[src/design/axi_endpoint_config.svh]
// Bus widths and register window of the AXI endpoint
// Included by every design file that sizes a port or decodes an address
`ifndef AXI_ENDPOINT_CONFIG_SVH
`define AXI_ENDPOINT_CONFIG_SVH

`define AXI_ID_WIDTH   4
`define AXI_ADDR_WIDTH 32
`define AXI_DATA_WIDTH 32
`define AXI_LEN_WIDTH  8

// Register bank size and the byte address of its first word
`define REG_COUNT      8
`define REG_BASE       32'h0000_1000

`endif

[src/design/axi_endpoint_pkg.sv]
// Types shared by the AXI endpoint decoder, its targets and the top level
// Response codes follow the AXI encoding

package axi_endpoint_pkg;

    typedef enum logic [1:0] {
        OKAY   = 2'b00,
        EXOKAY = 2'b01,
        SLVERR = 2'b10,
        DECERR = 2'b11
    } axi_resp_t;

    // Which target a locked route points at
    typedef enum logic {
        TARGET_REGS = 1'b0,
        TARGET_TERM = 1'b1
    } target_t;

endpackage

[src/design/axi_endpoint_decoder.sv]
// Address decoder of the AXI endpoint
// Steers write and read channels to the register bank or the terminator and
// keeps each route locked until the response of the transaction has transferred
`timescale 1ns/1ps
`include "axi_endpoint_config.svh"

module axi_endpoint_decoder (
    input  logic                         clock,
    input  logic                         reset,
    // Master side
    input  logic                         aw_valid,
    input  logic [`AXI_ID_WIDTH-1:0]     aw_id,
    input  logic [`AXI_ADDR_WIDTH-1:0]   aw_addr,
    input  logic [`AXI_LEN_WIDTH-1:0]    aw_len,
    output logic                         aw_ready,
    input  logic                         w_valid,
    input  logic [`AXI_DATA_WIDTH-1:0]   w_data,
    input  logic [`AXI_DATA_WIDTH/8-1:0] w_strb,
    input  logic                         w_last,
    output logic                         w_ready,
    output logic                         b_valid,
    output logic [`AXI_ID_WIDTH-1:0]     b_id,
    output axi_endpoint_pkg::axi_resp_t  b_resp,
    input  logic                         b_ready,
    input  logic                         ar_valid,
    input  logic [`AXI_ID_WIDTH-1:0]     ar_id,
    input  logic [`AXI_ADDR_WIDTH-1:0]   ar_addr,
    output logic                         ar_ready,
    output logic                         r_valid,
    output logic [`AXI_ID_WIDTH-1:0]     r_id,
    output logic [`AXI_DATA_WIDTH-1:0]   r_data,
    output axi_endpoint_pkg::axi_resp_t  r_resp,
    input  logic                         r_ready,
    // Target side, register bank and terminator side by side
    output logic                         regs_aw_valid, term_aw_valid,
    output logic [`AXI_ID_WIDTH-1:0]     regs_aw_id, term_aw_id,
    output logic [`AXI_ADDR_WIDTH-1:0]   regs_aw_addr, term_aw_addr,
    output logic [`AXI_LEN_WIDTH-1:0]    term_aw_len,
    input  logic                         regs_aw_ready, term_aw_ready,
    output logic                         regs_w_valid, term_w_valid,
    output logic [`AXI_DATA_WIDTH-1:0]   regs_w_data, term_w_data,
    output logic [`AXI_DATA_WIDTH/8-1:0] regs_w_strb, term_w_strb,
    output logic                         regs_w_last, term_w_last,
    input  logic                         regs_w_ready, term_w_ready,
    input  logic                         regs_b_valid, term_b_valid,
    input  logic [`AXI_ID_WIDTH-1:0]     regs_b_id, term_b_id,
    input  axi_endpoint_pkg::axi_resp_t  regs_b_resp, term_b_resp,
    output logic                         regs_b_ready, term_b_ready,
    output logic                         regs_ar_valid, term_ar_valid,
    output logic [`AXI_ID_WIDTH-1:0]     regs_ar_id, term_ar_id,
    output logic [`AXI_ADDR_WIDTH-1:0]   regs_ar_addr, term_ar_addr,
    input  logic                         regs_ar_ready, term_ar_ready,
    input  logic                         regs_r_valid, term_r_valid,
    input  logic [`AXI_ID_WIDTH-1:0]     regs_r_id, term_r_id,
    input  logic [`AXI_DATA_WIDTH-1:0]   regs_r_data, term_r_data,
    input  axi_endpoint_pkg::axi_resp_t  regs_r_resp, term_r_resp,
    output logic                         regs_r_ready, term_r_ready
);

    import axi_endpoint_pkg::*;

    localparam logic [`AXI_ADDR_WIDTH-1:0] REG_LIMIT =
        `REG_BASE + `REG_COUNT * (`AXI_DATA_WIDTH / 8);

    logic    wr_busy;
    target_t wr_target;
    logic    rd_busy;
    target_t rd_target;
    target_t aw_target;
    target_t ar_target;
    logic    wr_regs;
    logic    rd_regs;

    assign aw_target = (aw_addr >= `REG_BASE && aw_addr < REG_LIMIT) ? TARGET_REGS : TARGET_TERM;
    assign ar_target = (ar_addr >= `REG_BASE && ar_addr < REG_LIMIT) ? TARGET_REGS : TARGET_TERM;

    // An idle route follows the address, a locked one its captured target
    assign wr_regs = wr_busy ? (wr_target == TARGET_REGS) : (aw_target == TARGET_REGS);
    assign rd_regs = rd_busy ? (rd_target == TARGET_REGS) : (ar_target == TARGET_REGS);

    always_ff @(posedge clock) begin
        if (!reset) begin
            wr_busy   <= 1'b0;
            wr_target <= TARGET_REGS;
        end else if (aw_valid && aw_ready) begin
            wr_busy   <= 1'b1;
            wr_target <= aw_target;
        end else if (b_valid && b_ready) begin
            wr_busy <= 1'b0;
        end
    end

    always_ff @(posedge clock) begin
        if (!reset) begin
            rd_busy   <= 1'b0;
            rd_target <= TARGET_REGS;
        end else if (ar_valid && ar_ready) begin
            rd_busy   <= 1'b1;
            rd_target <= ar_target;
        end else if (r_valid && r_ready) begin
            rd_busy <= 1'b0;
        end
    end

    // Payloads fan out to both targets, only the selected one sees valid
    assign regs_aw_valid = aw_valid && wr_regs;
    assign term_aw_valid = aw_valid && !wr_regs;
    assign regs_aw_id    = aw_id;
    assign term_aw_id    = aw_id;
    assign regs_aw_addr  = aw_addr;
    assign term_aw_addr  = aw_addr;
    assign term_aw_len   = aw_len;
    assign aw_ready      = wr_regs ? regs_aw_ready : term_aw_ready;

    assign regs_w_valid = w_valid && wr_regs;
    assign term_w_valid = w_valid && !wr_regs;
    assign regs_w_data  = w_data;
    assign term_w_data  = w_data;
    assign regs_w_strb  = w_strb;
    assign term_w_strb  = w_strb;
    assign regs_w_last  = w_last;
    assign term_w_last  = w_last;
    assign w_ready      = wr_regs ? regs_w_ready : term_w_ready;

    assign b_valid      = wr_regs ? regs_b_valid : term_b_valid;
    assign b_id         = wr_regs ? regs_b_id : term_b_id;
    assign b_resp       = wr_regs ? regs_b_resp : term_b_resp;
    assign regs_b_ready = b_ready && wr_regs;
    assign term_b_ready = b_ready && !wr_regs;

    assign regs_ar_valid = ar_valid && rd_regs;
    assign term_ar_valid = ar_valid && !rd_regs;
    assign regs_ar_id    = ar_id;
    assign term_ar_id    = ar_id;
    assign regs_ar_addr  = ar_addr;
    assign term_ar_addr  = ar_addr;
    assign ar_ready      = rd_regs ? regs_ar_ready : term_ar_ready;

    assign r_valid      = rd_regs ? regs_r_valid : term_r_valid;
    assign r_id         = rd_regs ? regs_r_id : term_r_id;
    assign r_data       = rd_regs ? regs_r_data : term_r_data;
    assign r_resp       = rd_regs ? regs_r_resp : term_r_resp;
    assign regs_r_ready = r_ready && rd_regs;
    assign term_r_ready = r_ready && !rd_regs;

    // The write route stays put until its response has been accepted
    wr_route_held : assert property (@(posedge clock) disable iff (!reset)
        wr_busy && !(b_valid && b_ready) |=> wr_busy && $stable(wr_target));

    // Only the locked target may complete a write
    // The other target never holds a response of its own meanwhile
    b_from_locked : assert property (@(posedge clock) disable iff (!reset)
        b_valid && b_ready |->
            wr_busy && !((wr_target == TARGET_REGS) ? term_b_valid : regs_b_valid));

endmodule

[src/design/axi_register_bank.sv]
// AXI target holding the control registers of the endpoint
// Write bursts step through the bank word by word and wrap at its end,
// reads are single beat and return the addressed register
`timescale 1ns/1ps
`include "axi_endpoint_config.svh"

module axi_register_bank (
    input  logic                         clock,
    input  logic                         reset,
    input  logic                         aw_valid,
    input  logic [`AXI_ID_WIDTH-1:0]     aw_id,
    input  logic [`AXI_ADDR_WIDTH-1:0]   aw_addr,
    output logic                         aw_ready,
    input  logic                         w_valid,
    input  logic [`AXI_DATA_WIDTH-1:0]   w_data,
    input  logic [`AXI_DATA_WIDTH/8-1:0] w_strb,
    input  logic                         w_last,
    output logic                         w_ready,
    output logic                         b_valid,
    output logic [`AXI_ID_WIDTH-1:0]     b_id,
    output axi_endpoint_pkg::axi_resp_t  b_resp,
    input  logic                         b_ready,
    input  logic                         ar_valid,
    input  logic [`AXI_ID_WIDTH-1:0]     ar_id,
    input  logic [`AXI_ADDR_WIDTH-1:0]   ar_addr,
    output logic                         ar_ready,
    output logic                         r_valid,
    output logic [`AXI_ID_WIDTH-1:0]     r_id,
    output logic [`AXI_DATA_WIDTH-1:0]   r_data,
    output axi_endpoint_pkg::axi_resp_t  r_resp,
    input  logic                         r_ready
);

    import axi_endpoint_pkg::*;

    localparam int STRB_WIDTH  = `AXI_DATA_WIDTH / 8;
    localparam int BYTE_OFFSET = $clog2(STRB_WIDTH);
    localparam int INDEX_WIDTH = $clog2(`REG_COUNT);

    logic [`AXI_DATA_WIDTH-1:0] regs [`REG_COUNT];
    logic [INDEX_WIDTH-1:0]     wr_index;
    logic [INDEX_WIDTH-1:0]     rd_index;
    logic                       wr_busy;
    logic                       rd_busy;
    logic                       aw_take;
    logic                       ar_take;

    // A write wins when both requests arrive at an idle bank
    assign aw_take = aw_valid && !aw_ready && !wr_busy && !rd_busy;
    assign ar_take = ar_valid && !ar_ready && !wr_busy && !rd_busy && !aw_take;

    always_ff @(posedge clock) begin
        if (!reset) begin
            aw_ready <= 1'b0;
            wr_busy  <= 1'b0;
        end else begin
            aw_ready <= aw_take;
            if (aw_take) begin
                wr_busy <= 1'b1;
            end else if (b_valid && b_ready) begin
                wr_busy <= 1'b0;
            end
        end
    end

    always_ff @(posedge clock) begin
        if (!reset) begin
            w_ready <= 1'b0;
        end else if (w_valid && w_ready && w_last) begin
            w_ready <= 1'b0;
        end else if (!w_ready && w_valid && wr_busy && !b_valid) begin
            w_ready <= 1'b1;
        end
    end

    always_ff @(posedge clock) begin
        if (!reset) begin
            b_valid <= 1'b0;
        end else if (w_valid && w_ready && w_last) begin
            b_valid <= 1'b1;
        end else if (b_valid && b_ready) begin
            b_valid <= 1'b0;
        end
    end

    // Burst index starts at the AW address and moves on with every beat
    always_ff @(posedge clock) begin
        if (aw_valid && aw_ready) begin
            b_id     <= aw_id;
            wr_index <= aw_addr[BYTE_OFFSET +: INDEX_WIDTH];
        end else if (w_valid && w_ready) begin
            wr_index <= wr_index + 1'b1;
        end
    end

    always_ff @(posedge clock) begin
        if (!reset) begin
            for (int i = 0; i < `REG_COUNT; i++) begin
                regs[i] <= '0;
            end
        end else if (w_valid && w_ready) begin
            for (int b = 0; b < STRB_WIDTH; b++) begin
                if (w_strb[b]) begin
                    regs[wr_index][8*b +: 8] <= w_data[8*b +: 8];
                end
            end
        end
    end

    always_ff @(posedge clock) begin
        if (!reset) begin
            ar_ready <= 1'b0;
            rd_busy  <= 1'b0;
            r_valid  <= 1'b0;
        end else begin
            ar_ready <= ar_take;
            if (ar_take) begin
                rd_busy <= 1'b1;
            end else if (r_valid && r_ready) begin
                rd_busy <= 1'b0;
            end
            if (r_valid && r_ready) begin
                r_valid <= 1'b0;
            end else if (rd_busy && !r_valid) begin
                r_valid <= 1'b1;
            end
        end
    end

    always_ff @(posedge clock) begin
        if (ar_valid && ar_ready) begin
            r_id     <= ar_id;
            rd_index <= ar_addr[BYTE_OFFSET +: INDEX_WIDTH];
        end
    end

    // No write runs during a read, so the addressed word is stable
    assign r_data = regs[rd_index];
    assign b_resp = OKAY;
    assign r_resp = OKAY;

    w_ready_in_write : assert property (@(posedge clock) disable iff (!reset)
        w_ready |-> wr_busy && !rd_busy);

endmodule

[src/design/axi_terminator.sv]
// AXI target for every address outside the register window
// Writes of any burst length are acknowledged and dropped, reads return a
// single beat of zero data, and both answer OKAY with the request ID
`timescale 1ns/1ps
`include "axi_endpoint_config.svh"

module axi_terminator (
    input  logic                         clock,
    input  logic                         reset,
    input  logic                         aw_valid,
    input  logic [`AXI_ID_WIDTH-1:0]     aw_id,
    input  logic [`AXI_ADDR_WIDTH-1:0]   aw_addr,
    input  logic [`AXI_LEN_WIDTH-1:0]    aw_len,
    output logic                         aw_ready,
    input  logic                         w_valid,
    input  logic [`AXI_DATA_WIDTH-1:0]   w_data,
    input  logic [`AXI_DATA_WIDTH/8-1:0] w_strb,
    input  logic                         w_last,
    output logic                         w_ready,
    output logic                         b_valid,
    output logic [`AXI_ID_WIDTH-1:0]     b_id,
    output axi_endpoint_pkg::axi_resp_t  b_resp,
    input  logic                         b_ready,
    input  logic                         ar_valid,
    input  logic [`AXI_ID_WIDTH-1:0]     ar_id,
    input  logic [`AXI_ADDR_WIDTH-1:0]   ar_addr,
    output logic                         ar_ready,
    output logic                         r_valid,
    output logic [`AXI_ID_WIDTH-1:0]     r_id,
    output logic [`AXI_DATA_WIDTH-1:0]   r_data,
    output axi_endpoint_pkg::axi_resp_t  r_resp,
    input  logic                         r_ready
);

    import axi_endpoint_pkg::*;

    logic                      wr_busy;
    logic                      rd_busy;
    logic                      aw_take;
    logic                      ar_take;
    logic [`AXI_LEN_WIDTH-1:0] len_q;
    logic [`AXI_LEN_WIDTH-1:0] beat_count;

    assign aw_take = aw_valid && !aw_ready && !wr_busy && !rd_busy;
    assign ar_take = ar_valid && !ar_ready && !wr_busy && !rd_busy && !aw_take;

    always_ff @(posedge clock) begin
        if (!reset) begin
            aw_ready   <= 1'b0;
            ar_ready   <= 1'b0;
            wr_busy    <= 1'b0;
            rd_busy    <= 1'b0;
            w_ready    <= 1'b0;
            b_valid    <= 1'b0;
            r_valid    <= 1'b0;
            beat_count <= '0;
        end else begin
            aw_ready <= aw_take;
            ar_ready <= ar_take;
            if (aw_take) begin
                wr_busy <= 1'b1;
            end else if (b_valid && b_ready) begin
                wr_busy <= 1'b0;
            end
            if (ar_take) begin
                rd_busy <= 1'b1;
            end else if (r_valid && r_ready) begin
                rd_busy <= 1'b0;
            end
            // W beats are swallowed until the last one
            if (w_valid && w_ready && w_last) begin
                w_ready <= 1'b0;
                b_valid <= 1'b1;
            end else begin
                if (!w_ready && w_valid && wr_busy && !b_valid) begin
                    w_ready <= 1'b1;
                end
                if (b_valid && b_ready) begin
                    b_valid <= 1'b0;
                end
            end
            if (r_valid && r_ready) begin
                r_valid <= 1'b0;
            end else if (rd_busy && !r_valid) begin
                r_valid <= 1'b1;
            end
            if (aw_valid && aw_ready) begin
                beat_count <= '0;
            end else if (w_valid && w_ready) begin
                beat_count <= beat_count + 1'b1;
            end
        end
    end

    always_ff @(posedge clock) begin
        if (aw_valid && aw_ready) begin
            b_id  <= aw_id;
            len_q <= aw_len;
        end
        if (ar_valid && ar_ready) begin
            r_id <= ar_id;
        end
    end

    assign r_data = '0;
    assign b_resp = OKAY;
    assign r_resp = OKAY;

    // Burst of aw_len + 1 beats ends with w_last on its final beat only
    w_last_on_len : assert property (@(posedge clock) disable iff (!reset)
        w_valid && w_ready |-> (w_last == (beat_count == len_q)));

    b_held : assert property (@(posedge clock) disable iff (!reset)
        b_valid && !b_ready |=> b_valid && $stable(b_id));

endmodule

[src/design/axi_endpoint.sv]
// Top level of the AXI slave endpoint
// One master port, decoded onto the register bank and the terminator
`timescale 1ns/1ps
`include "axi_endpoint_config.svh"

module axi_endpoint (
    input  logic                         clock,
    input  logic                         reset,
    input  logic                         aw_valid,
    input  logic [`AXI_ID_WIDTH-1:0]     aw_id,
    input  logic [`AXI_ADDR_WIDTH-1:0]   aw_addr,
    input  logic [`AXI_LEN_WIDTH-1:0]    aw_len,
    output logic                         aw_ready,
    input  logic                         w_valid,
    input  logic [`AXI_DATA_WIDTH-1:0]   w_data,
    input  logic [`AXI_DATA_WIDTH/8-1:0] w_strb,
    input  logic                         w_last,
    output logic                         w_ready,
    output logic                         b_valid,
    output logic [`AXI_ID_WIDTH-1:0]     b_id,
    output axi_endpoint_pkg::axi_resp_t  b_resp,
    input  logic                         b_ready,
    input  logic                         ar_valid,
    input  logic [`AXI_ID_WIDTH-1:0]     ar_id,
    input  logic [`AXI_ADDR_WIDTH-1:0]   ar_addr,
    output logic                         ar_ready,
    output logic                         r_valid,
    output logic [`AXI_ID_WIDTH-1:0]     r_id,
    output logic [`AXI_DATA_WIDTH-1:0]   r_data,
    output axi_endpoint_pkg::axi_resp_t  r_resp,
    input  logic                         r_ready
);

    import axi_endpoint_pkg::*;

    logic                         regs_aw_valid, regs_aw_ready, term_aw_valid, term_aw_ready;
    logic [`AXI_ID_WIDTH-1:0]     regs_aw_id, term_aw_id, regs_ar_id, term_ar_id;
    logic [`AXI_ADDR_WIDTH-1:0]   regs_aw_addr, term_aw_addr, regs_ar_addr, term_ar_addr;
    logic [`AXI_LEN_WIDTH-1:0]    term_aw_len;
    logic                         regs_w_valid, regs_w_last, regs_w_ready;
    logic                         term_w_valid, term_w_last, term_w_ready;
    logic [`AXI_DATA_WIDTH-1:0]   regs_w_data, term_w_data, regs_r_data, term_r_data;
    logic [`AXI_DATA_WIDTH/8-1:0] regs_w_strb, term_w_strb;
    logic                         regs_b_valid, regs_b_ready, term_b_valid, term_b_ready;
    logic [`AXI_ID_WIDTH-1:0]     regs_b_id, term_b_id, regs_r_id, term_r_id;
    axi_resp_t                    regs_b_resp, term_b_resp, regs_r_resp, term_r_resp;
    logic                         regs_ar_valid, regs_ar_ready, term_ar_valid, term_ar_ready;
    logic                         regs_r_valid, regs_r_ready, term_r_valid, term_r_ready;

    // Port names on the decoder match the top ports and the wires above
    axi_endpoint_decoder u_decoder (.*);

    axi_register_bank u_regs (
        .clock    (clock),
        .reset    (reset),
        .aw_valid (regs_aw_valid),
        .aw_id    (regs_aw_id),
        .aw_addr  (regs_aw_addr),
        .aw_ready (regs_aw_ready),
        .w_valid  (regs_w_valid),
        .w_data   (regs_w_data),
        .w_strb   (regs_w_strb),
        .w_last   (regs_w_last),
        .w_ready  (regs_w_ready),
        .b_valid  (regs_b_valid),
        .b_id     (regs_b_id),
        .b_resp   (regs_b_resp),
        .b_ready  (regs_b_ready),
        .ar_valid (regs_ar_valid),
        .ar_id    (regs_ar_id),
        .ar_addr  (regs_ar_addr),
        .ar_ready (regs_ar_ready),
        .r_valid  (regs_r_valid),
        .r_id     (regs_r_id),
        .r_data   (regs_r_data),
        .r_resp   (regs_r_resp),
        .r_ready  (regs_r_ready)
    );

    axi_terminator u_term (
        .clock    (clock),
        .reset    (reset),
        .aw_valid (term_aw_valid),
        .aw_id    (term_aw_id),
        .aw_addr  (term_aw_addr),
        .aw_len   (term_aw_len),
        .aw_ready (term_aw_ready),
        .w_valid  (term_w_valid),
        .w_data   (term_w_data),
        .w_strb   (term_w_strb),
        .w_last   (term_w_last),
        .w_ready  (term_w_ready),
        .b_valid  (term_b_valid),
        .b_id     (term_b_id),
        .b_resp   (term_b_resp),
        .b_ready  (term_b_ready),
        .ar_valid (term_ar_valid),
        .ar_id    (term_ar_id),
        .ar_addr  (term_ar_addr),
        .ar_ready (term_ar_ready),
        .r_valid  (term_r_valid),
        .r_id     (term_r_id),
        .r_data   (term_r_data),
        .r_resp   (term_r_resp),
        .r_ready  (term_r_ready)
    );

endmodule

[config.mk]
export PLATFORM = sky130hd
export DESIGN_NAME = axi_endpoint
export DESIGN_NICKNAME = d
export VERILOG_FILES = /design/src/design/axi_endpoint_pkg.sv /design/src/design/axi_endpoint_decoder.sv /design/src/design/axi_register_bank.sv /design/src/design/axi_terminator.sv /design/src/design/axi_endpoint.sv
export VERILOG_INCLUDE_DIRS = /design/src /design/src/design
export SDC_FILE = /design/constraint.sdc
export NUM_CORES = 1
export LEC_CHECK = 0
export ABC_AREA = 0
export BUFFER_PORTS_ARGS = -buffer_cell sky130_fd_sc_hd__buf_2
export CELL_PAD_IN_SITES_DETAIL_PLACEMENT = 1
export CELL_PAD_IN_SITES_GLOBAL_PLACEMENT = 2
export CORE_ASPECT_RATIO = 0.9
export CORE_MARGIN = 4
export CORE_UTILIZATION = 35
export DETAILED_ROUTE_END_ITERATION = 7
export GPL_ROUTABILITY_DRIVEN = 0
export PLACE_DENSITY_LB_ADDON = 0.1
export SKIP_LAST_GASP = 1
export SLEW_MARGIN = 20
export SYNTH_ARGS = -nofsm -noshare
export SYNTH_HDL_FRONTEND = slang
export SYNTH_SLANG_ARGS = --single-unit
[constraint.sdc]
create_clock -name clock -period 2.18 [get_ports clock]
set_input_delay 0.218 -clock clock [delete_from_list [all_inputs] [get_ports clock]]
set_output_delay 0.218 -clock clock [all_outputs]
set_load 0.05 [all_outputs]
== Yosys cells after proc, flatten, opt, wreduce, memory -nomap -nowiden ==
Memory sizes are Yosys's and may differ from the RTL's. A register that Yosys moved wholly into a read port is not among the register bits.
Index checks and enable logic that the tools add are counted.

* Flip-flop bits (word level): 40
* Memory bits (writable): 256
* Output and inout port bits: 49
* Logic and storage cells: 164
* Memories kept: 1

{| class="wikitable"
|+ Memories
! memory !! depth !! bits a word !! read ports !! clocked after Yosys merged registers in !! write ports !! line !! text
|-
| u_regs.regs || 8 || 32 || 1 || 1 || 8 || axi_register_bank.sv:40 || <nowiki>logic [`AXI_DATA_WIDTH-1:0] regs [`REG_COUNT];</nowiki>
|}

* $add $sub $neg: 1
* Magnitude comparators: 4
* Muxes and demuxes: 49
* Bitwise operators: 3
* Reductions and logical operators: 82

{| class="wikitable"
|+ Operators by type and width
! operator !! count
|-
| 32-bit by 13-bit greater-or-equal comparator with 1-bit output (second input constant) || 2
|-
| 32-bit by 13-bit < comparator with 1-bit output (second input constant) || 2
|-
| 32-bit 2-to-1 mux || 2
|-
| 1-bit logical AND || 50
|-
| 1-bit 2-to-1 mux || 40
|-
| 32-bit OR reduction || 1
|-
| 1-bit zero test || 18
|-
| 2-bit nonzero test || 9
|-
| 3-bit 2-to-1 mux || 4
|-
| 4-bit 2-to-1 mux || 3
|-
| 2-bit OR reduction || 4
|-
| 3-bit by 1-bit adder with 3-bit output (second input constant) || 1
|-
| 1-bit NOT || 3
|}

== Longest topological paths before layout ==
* Depth in word-level cells: 11
* Gate-level depth with buffers: 7
* Gate-level depth less buffers: 5

== Modules after synthesis ==
From an unflattened synthesis, not the netlist that was laid out.

* Cells, all modules: 1237
* Area total of the unflattened synthesis: 15920.3 µm²

{| class="wikitable"
|+ Modules (own cells, without submodules)
! module !! times used !! cells an instance !! area each (µm²) !! seq. area each (µm²)
|-
| axi_register_bank || 1 || 813 || 12278.0 || 8308.0
|-
| axi_endpoint_decoder || 1 || 352 || 2844.0 || 80.1
|-
| axi_terminator || 1 || 72 || 798.3 || 380.4
|}

== Least setup slack after synthesis ==
Ideal clock, no wire load.

* Path type: register to register
* Start point: reg u_decoder.wr_busy
* End point: mem u_regs.regs[0][24] (netlist name), enable pin
* Setup time: 0.384 ns
* Arrival time: 1.850 ns
* Data required time: 1.796 ns
* Setup slack: -0.054 ns
* Cell stages (with the launch flop): 7
* Buffers on the path: 1
* Period minus slack after synthesis: 2.234 ns
* Cells stage by stage: dfxtp_1 nor4_1 nand3_1 o22ai_1 buf_2 nand3_1 o21ai_0

{| class="wikitable"
|+ RTL lines
! what !! line !! text
|-
| start: declaration || axi_endpoint_decoder.sv:65 || <nowiki>logic wr_busy;</nowiki>
|-
| start signal: assignment || axi_endpoint_decoder.sv:83 || <nowiki>wr_busy <= 1'b0;</nowiki>
|-
| start signal: assignment || axi_endpoint_decoder.sv:86 || <nowiki>wr_busy <= 1'b1;</nowiki>
|-
| start signal: assignment || axi_endpoint_decoder.sv:89 || <nowiki>wr_busy <= 1'b0;</nowiki>
|-
| end: declaration || axi_register_bank.sv:40 ||
|}

==> metrics <==
clk slew on worst S/H paths=~60 ps; IO Pins=between 150 and 200; DP Cell Count=1,617; failing checks=negative setup slack; largest net degree at the start of global routing=33; worst-path cell chain=buf_12, buf_12, buf_16, mux4_2, mux2i_1, nor2_2, buf_6; setup_tns=-7450 ps; Remaining DRCs=0; hold endpoint=u_regs.wr_index[1]; via count of the first global-routing pass=between 9,000 and 10,000; Non-Filler Instances=approximately 1,700; core box area=about 37,000 µm²; Setup CP Type=register to primary output; CP arrival=~2300 ps; busiest grt layer=met2; width of the die=between 200 and 250 µm; Tcrit/Tclk final=1.14; r2r worst-path depth=8; buffers and inverters on the worst path=4; drt total wl=~37,000 µm; nets=1,329; total power=0.0128 W; Final Skew=between 10 and 15 ps; Pins Over Slew Limit=0; Power Dens Cells=753 nW/µm²; Synth Instances=slightly below 1,000; RSZ-0062 raised after global routing=yes; hold_sp=aw_addr[3]; Yosys reg bits=299; 1st-pass router iterations=4; Startpoint Class=register; syn avg cell area=between 10 and 15 µm²; CP top delay family=multiplexers; Final ANT Viol Nets=0; CP max FO=6; leak pwr=about 6.2 nW; synth warn=0; Max Clock Freq=roughly 0.4 GHz; clock buffer count from CTS=35; slowest stage cell, crit path=mux4_2; final hold violation count=0; fin worst setup slack=-297 ps; via/cell ratio=5.06; r2r startpoint=u_decoder.wr_busy; # H-tree levels=2; relative slew slack=0.664; synth-to-layout area growth=28.3%; worst hold path type=input pin to register; outcome=finished with violations; MaxCap Viol Count=0; Crit Reg-Reg Endpoint=u_regs.regs[4][8]; via count=8,646; worst reg2reg setup slack=120 ps; Die Y=193 µm; Setup-failing EPs final=38; Avg WL per Cell=roughly 22 µm; met3 GRT Util=0.0307; Slew @ Worst Pin=~500 ps; CTS tree=built; met2 GRT Util=0.321; EDFF count, synth=about 280; root buf cell=clkbuf_16; Row Count=67; Seq/Total Area, Yosys=0.660; Longest Clk Path Bufs=3; hold_ws=37.9 ps; die area=approximately 41,000 µm²; distinct cell type count after synthesis=between 50 and 60; Initial Utilization=0.355; Worst Setup End Kind=primary output; first-pass GRT wire length=57,100 µm; asr flop ratio synth=0; Hold Path Stages=2; Synth Flop Type=edfxtp_1; crit-path max cell delay=about 530 ps; cell mode on critical path=buf_12; Tmin final=2480 ps; # diodes=0; CTS sink count=roughly 300; gr ovfl total=0; worst skew pair latency=around 500 ps; initial antenna violation count=2; Global Route Usage Sum=0.184; Req. time, crit path=between 1500 and 2000 ps; global routing met1 resource utilization=0.243; Post-DP HPWL=25,000 µm; Initial DRC Count=between 300 and 400; share of cells above drive strength 1=0.360; Max VDD drop=a little under 0.5 mV; Fillers=around 3,800; cell area after synthesis=between 10,000 and 15,000 µm²; I/O Buffers=approximately 160
[synth_stat cells, drive strengths merged (2+ instances only)]
library cell  number  share of area
mux2i             33          0.025
nand3              9         0.0034
mux2              18          0.016
nand3b             9         0.0062
nor4              13         0.0061
dfxtp             21          0.032
a21oi              3         0.0011
o21ai             38          0.014
o31a               2         0.0013
a31o               3         0.0020
buf               51          0.021
a31oi              4         0.0019
mux4              64           0.11
nor4b              4         0.0031
nand2             49          0.014
edfxtp           278           0.63
inv                7         0.0020
and2               5         0.0024
nand4              6         0.0038
o211a              3         0.0023
nor3               4         0.0015
clkbuf            16         0.0045
nor2             299          0.085
and3               3         0.0018
[registers in the layout, indices dropped and copies added (netlist names), 3 cells and up, named ones only]
signal           cells
u_regs.b_id          4
u_regs.rd_index      3
u_regs.wr_index      3
u_regs.r_id          4
u_regs.regs        256
u_term.b_id          4
u_term.r_id          4
[cells in the final DEF (no fill, tap or decap), types with 12 or more instances in the layout]
master and count:
buf_6 34, buf_2 118, buf_4 73, dfxtp_1 17, nor2_2 19, mux2i_1 18
buf_12 20, nor2_1 279, o21ai_0 33, nand2_1 49, edfxtp_1 278, dlygate4sd3_1 12
nor4_1 12, mux4_2 64, mux2i_2 14, clkbuf_16 37
[what timing repair did]
| action | in CTS | in global routing |
|---|---|---|
| hold buffers | 12 | 0 |
| setup endpoints to repair | 53 | 299 |
| resized for setup | 111 | 21 |
| hold endpoints to repair | 24 | 0 |
| pin swaps | 2 | 7 |
| gates cloned | 3 | 0 |
| buffers inserted | 16 | 4 |
[metrics by stage]
step	instance area (µm²)	setup WS, ps	utilization
final	17000	-297	0.456
after global routing	17000	-395	0.456
after CTS	17000	-330	0.454
after detailed placement	15200	-183	0.406
after global placement	15200	-159	0.406
after floorplan	13300	-54.2	-
[worst max path at each step]
stage                         end  slack [ps]  cells after the start
3_5_place_dp   u_regs.regs[5][10]        -180                      8
4_1_cts                r_data[27]        -330                      7
5_1_grt                r_data[28]        -390                      7
3_3_place_gp   u_regs.regs[7][10]        -160                      8
2_1_floorplan  u_regs.regs[0][24]         -50                      6
6_report                r_data[3]        -300                      7
[metal layers]
metal | routed length, µm | up-vias
met1 | 15900 | 4347
met3 | 1840 | 49
li1 | - | 4027
met2 | 18500 | 219
met5 | 25 | -
met4 | 689 | 4
[area by class of cell]
cell class,instances,area (µm²),area share
clock buffer,50,995,0.0584
timing repair buffer,267,2230,0.131
clock inverter,8,41.3,0.00242
inverter,8,30.0,0.00176
sequential,299,8780,0.515
tap,483,604,0.0355
multi-input combinational,593,4360,0.256
[worst reg2reg max path: stages, from the launching register on]
cell and delay, ps:
dfxtp_2 350, buf_4 120, inv_1 90, o22ai_4 210
buf_12 140, buf_4 180, nand3_2 160, o21ai_0 280
buf_4 250
[report_power, final]
group | leakage [nW] | internal, W | total, W | switching, W
combinational | 2.64 | 0.000378 | 0.000936 | 0.000558
clock | 0.507 | 0.00316 | 0.00535 | 0.00219
sequential | 3.01 | 0.00645 | 0.00653 | 0.0000859
total | 6.16 | 0.00999 | 0.0128 | 0.00283
[logic make-up (layout without fill, tap and decap cells)]
kind of cell,count (synthesis),in the layout,synth area share
XOR/XNOR,1,1,0.000660
other,1,4,0.000282
multiplexers,115,115,0.149
flip-flops,299,299,0.660
adder cells (fa/ha/maj),1,1,0.000942
AND/OR/NAND/NOR,410,410,0.132
AO/OA/AOI/OAI,62,62,0.0289
buffers and inverters,75,333,0.0274
Note: power is estimated with default switching activity, not from simulation.
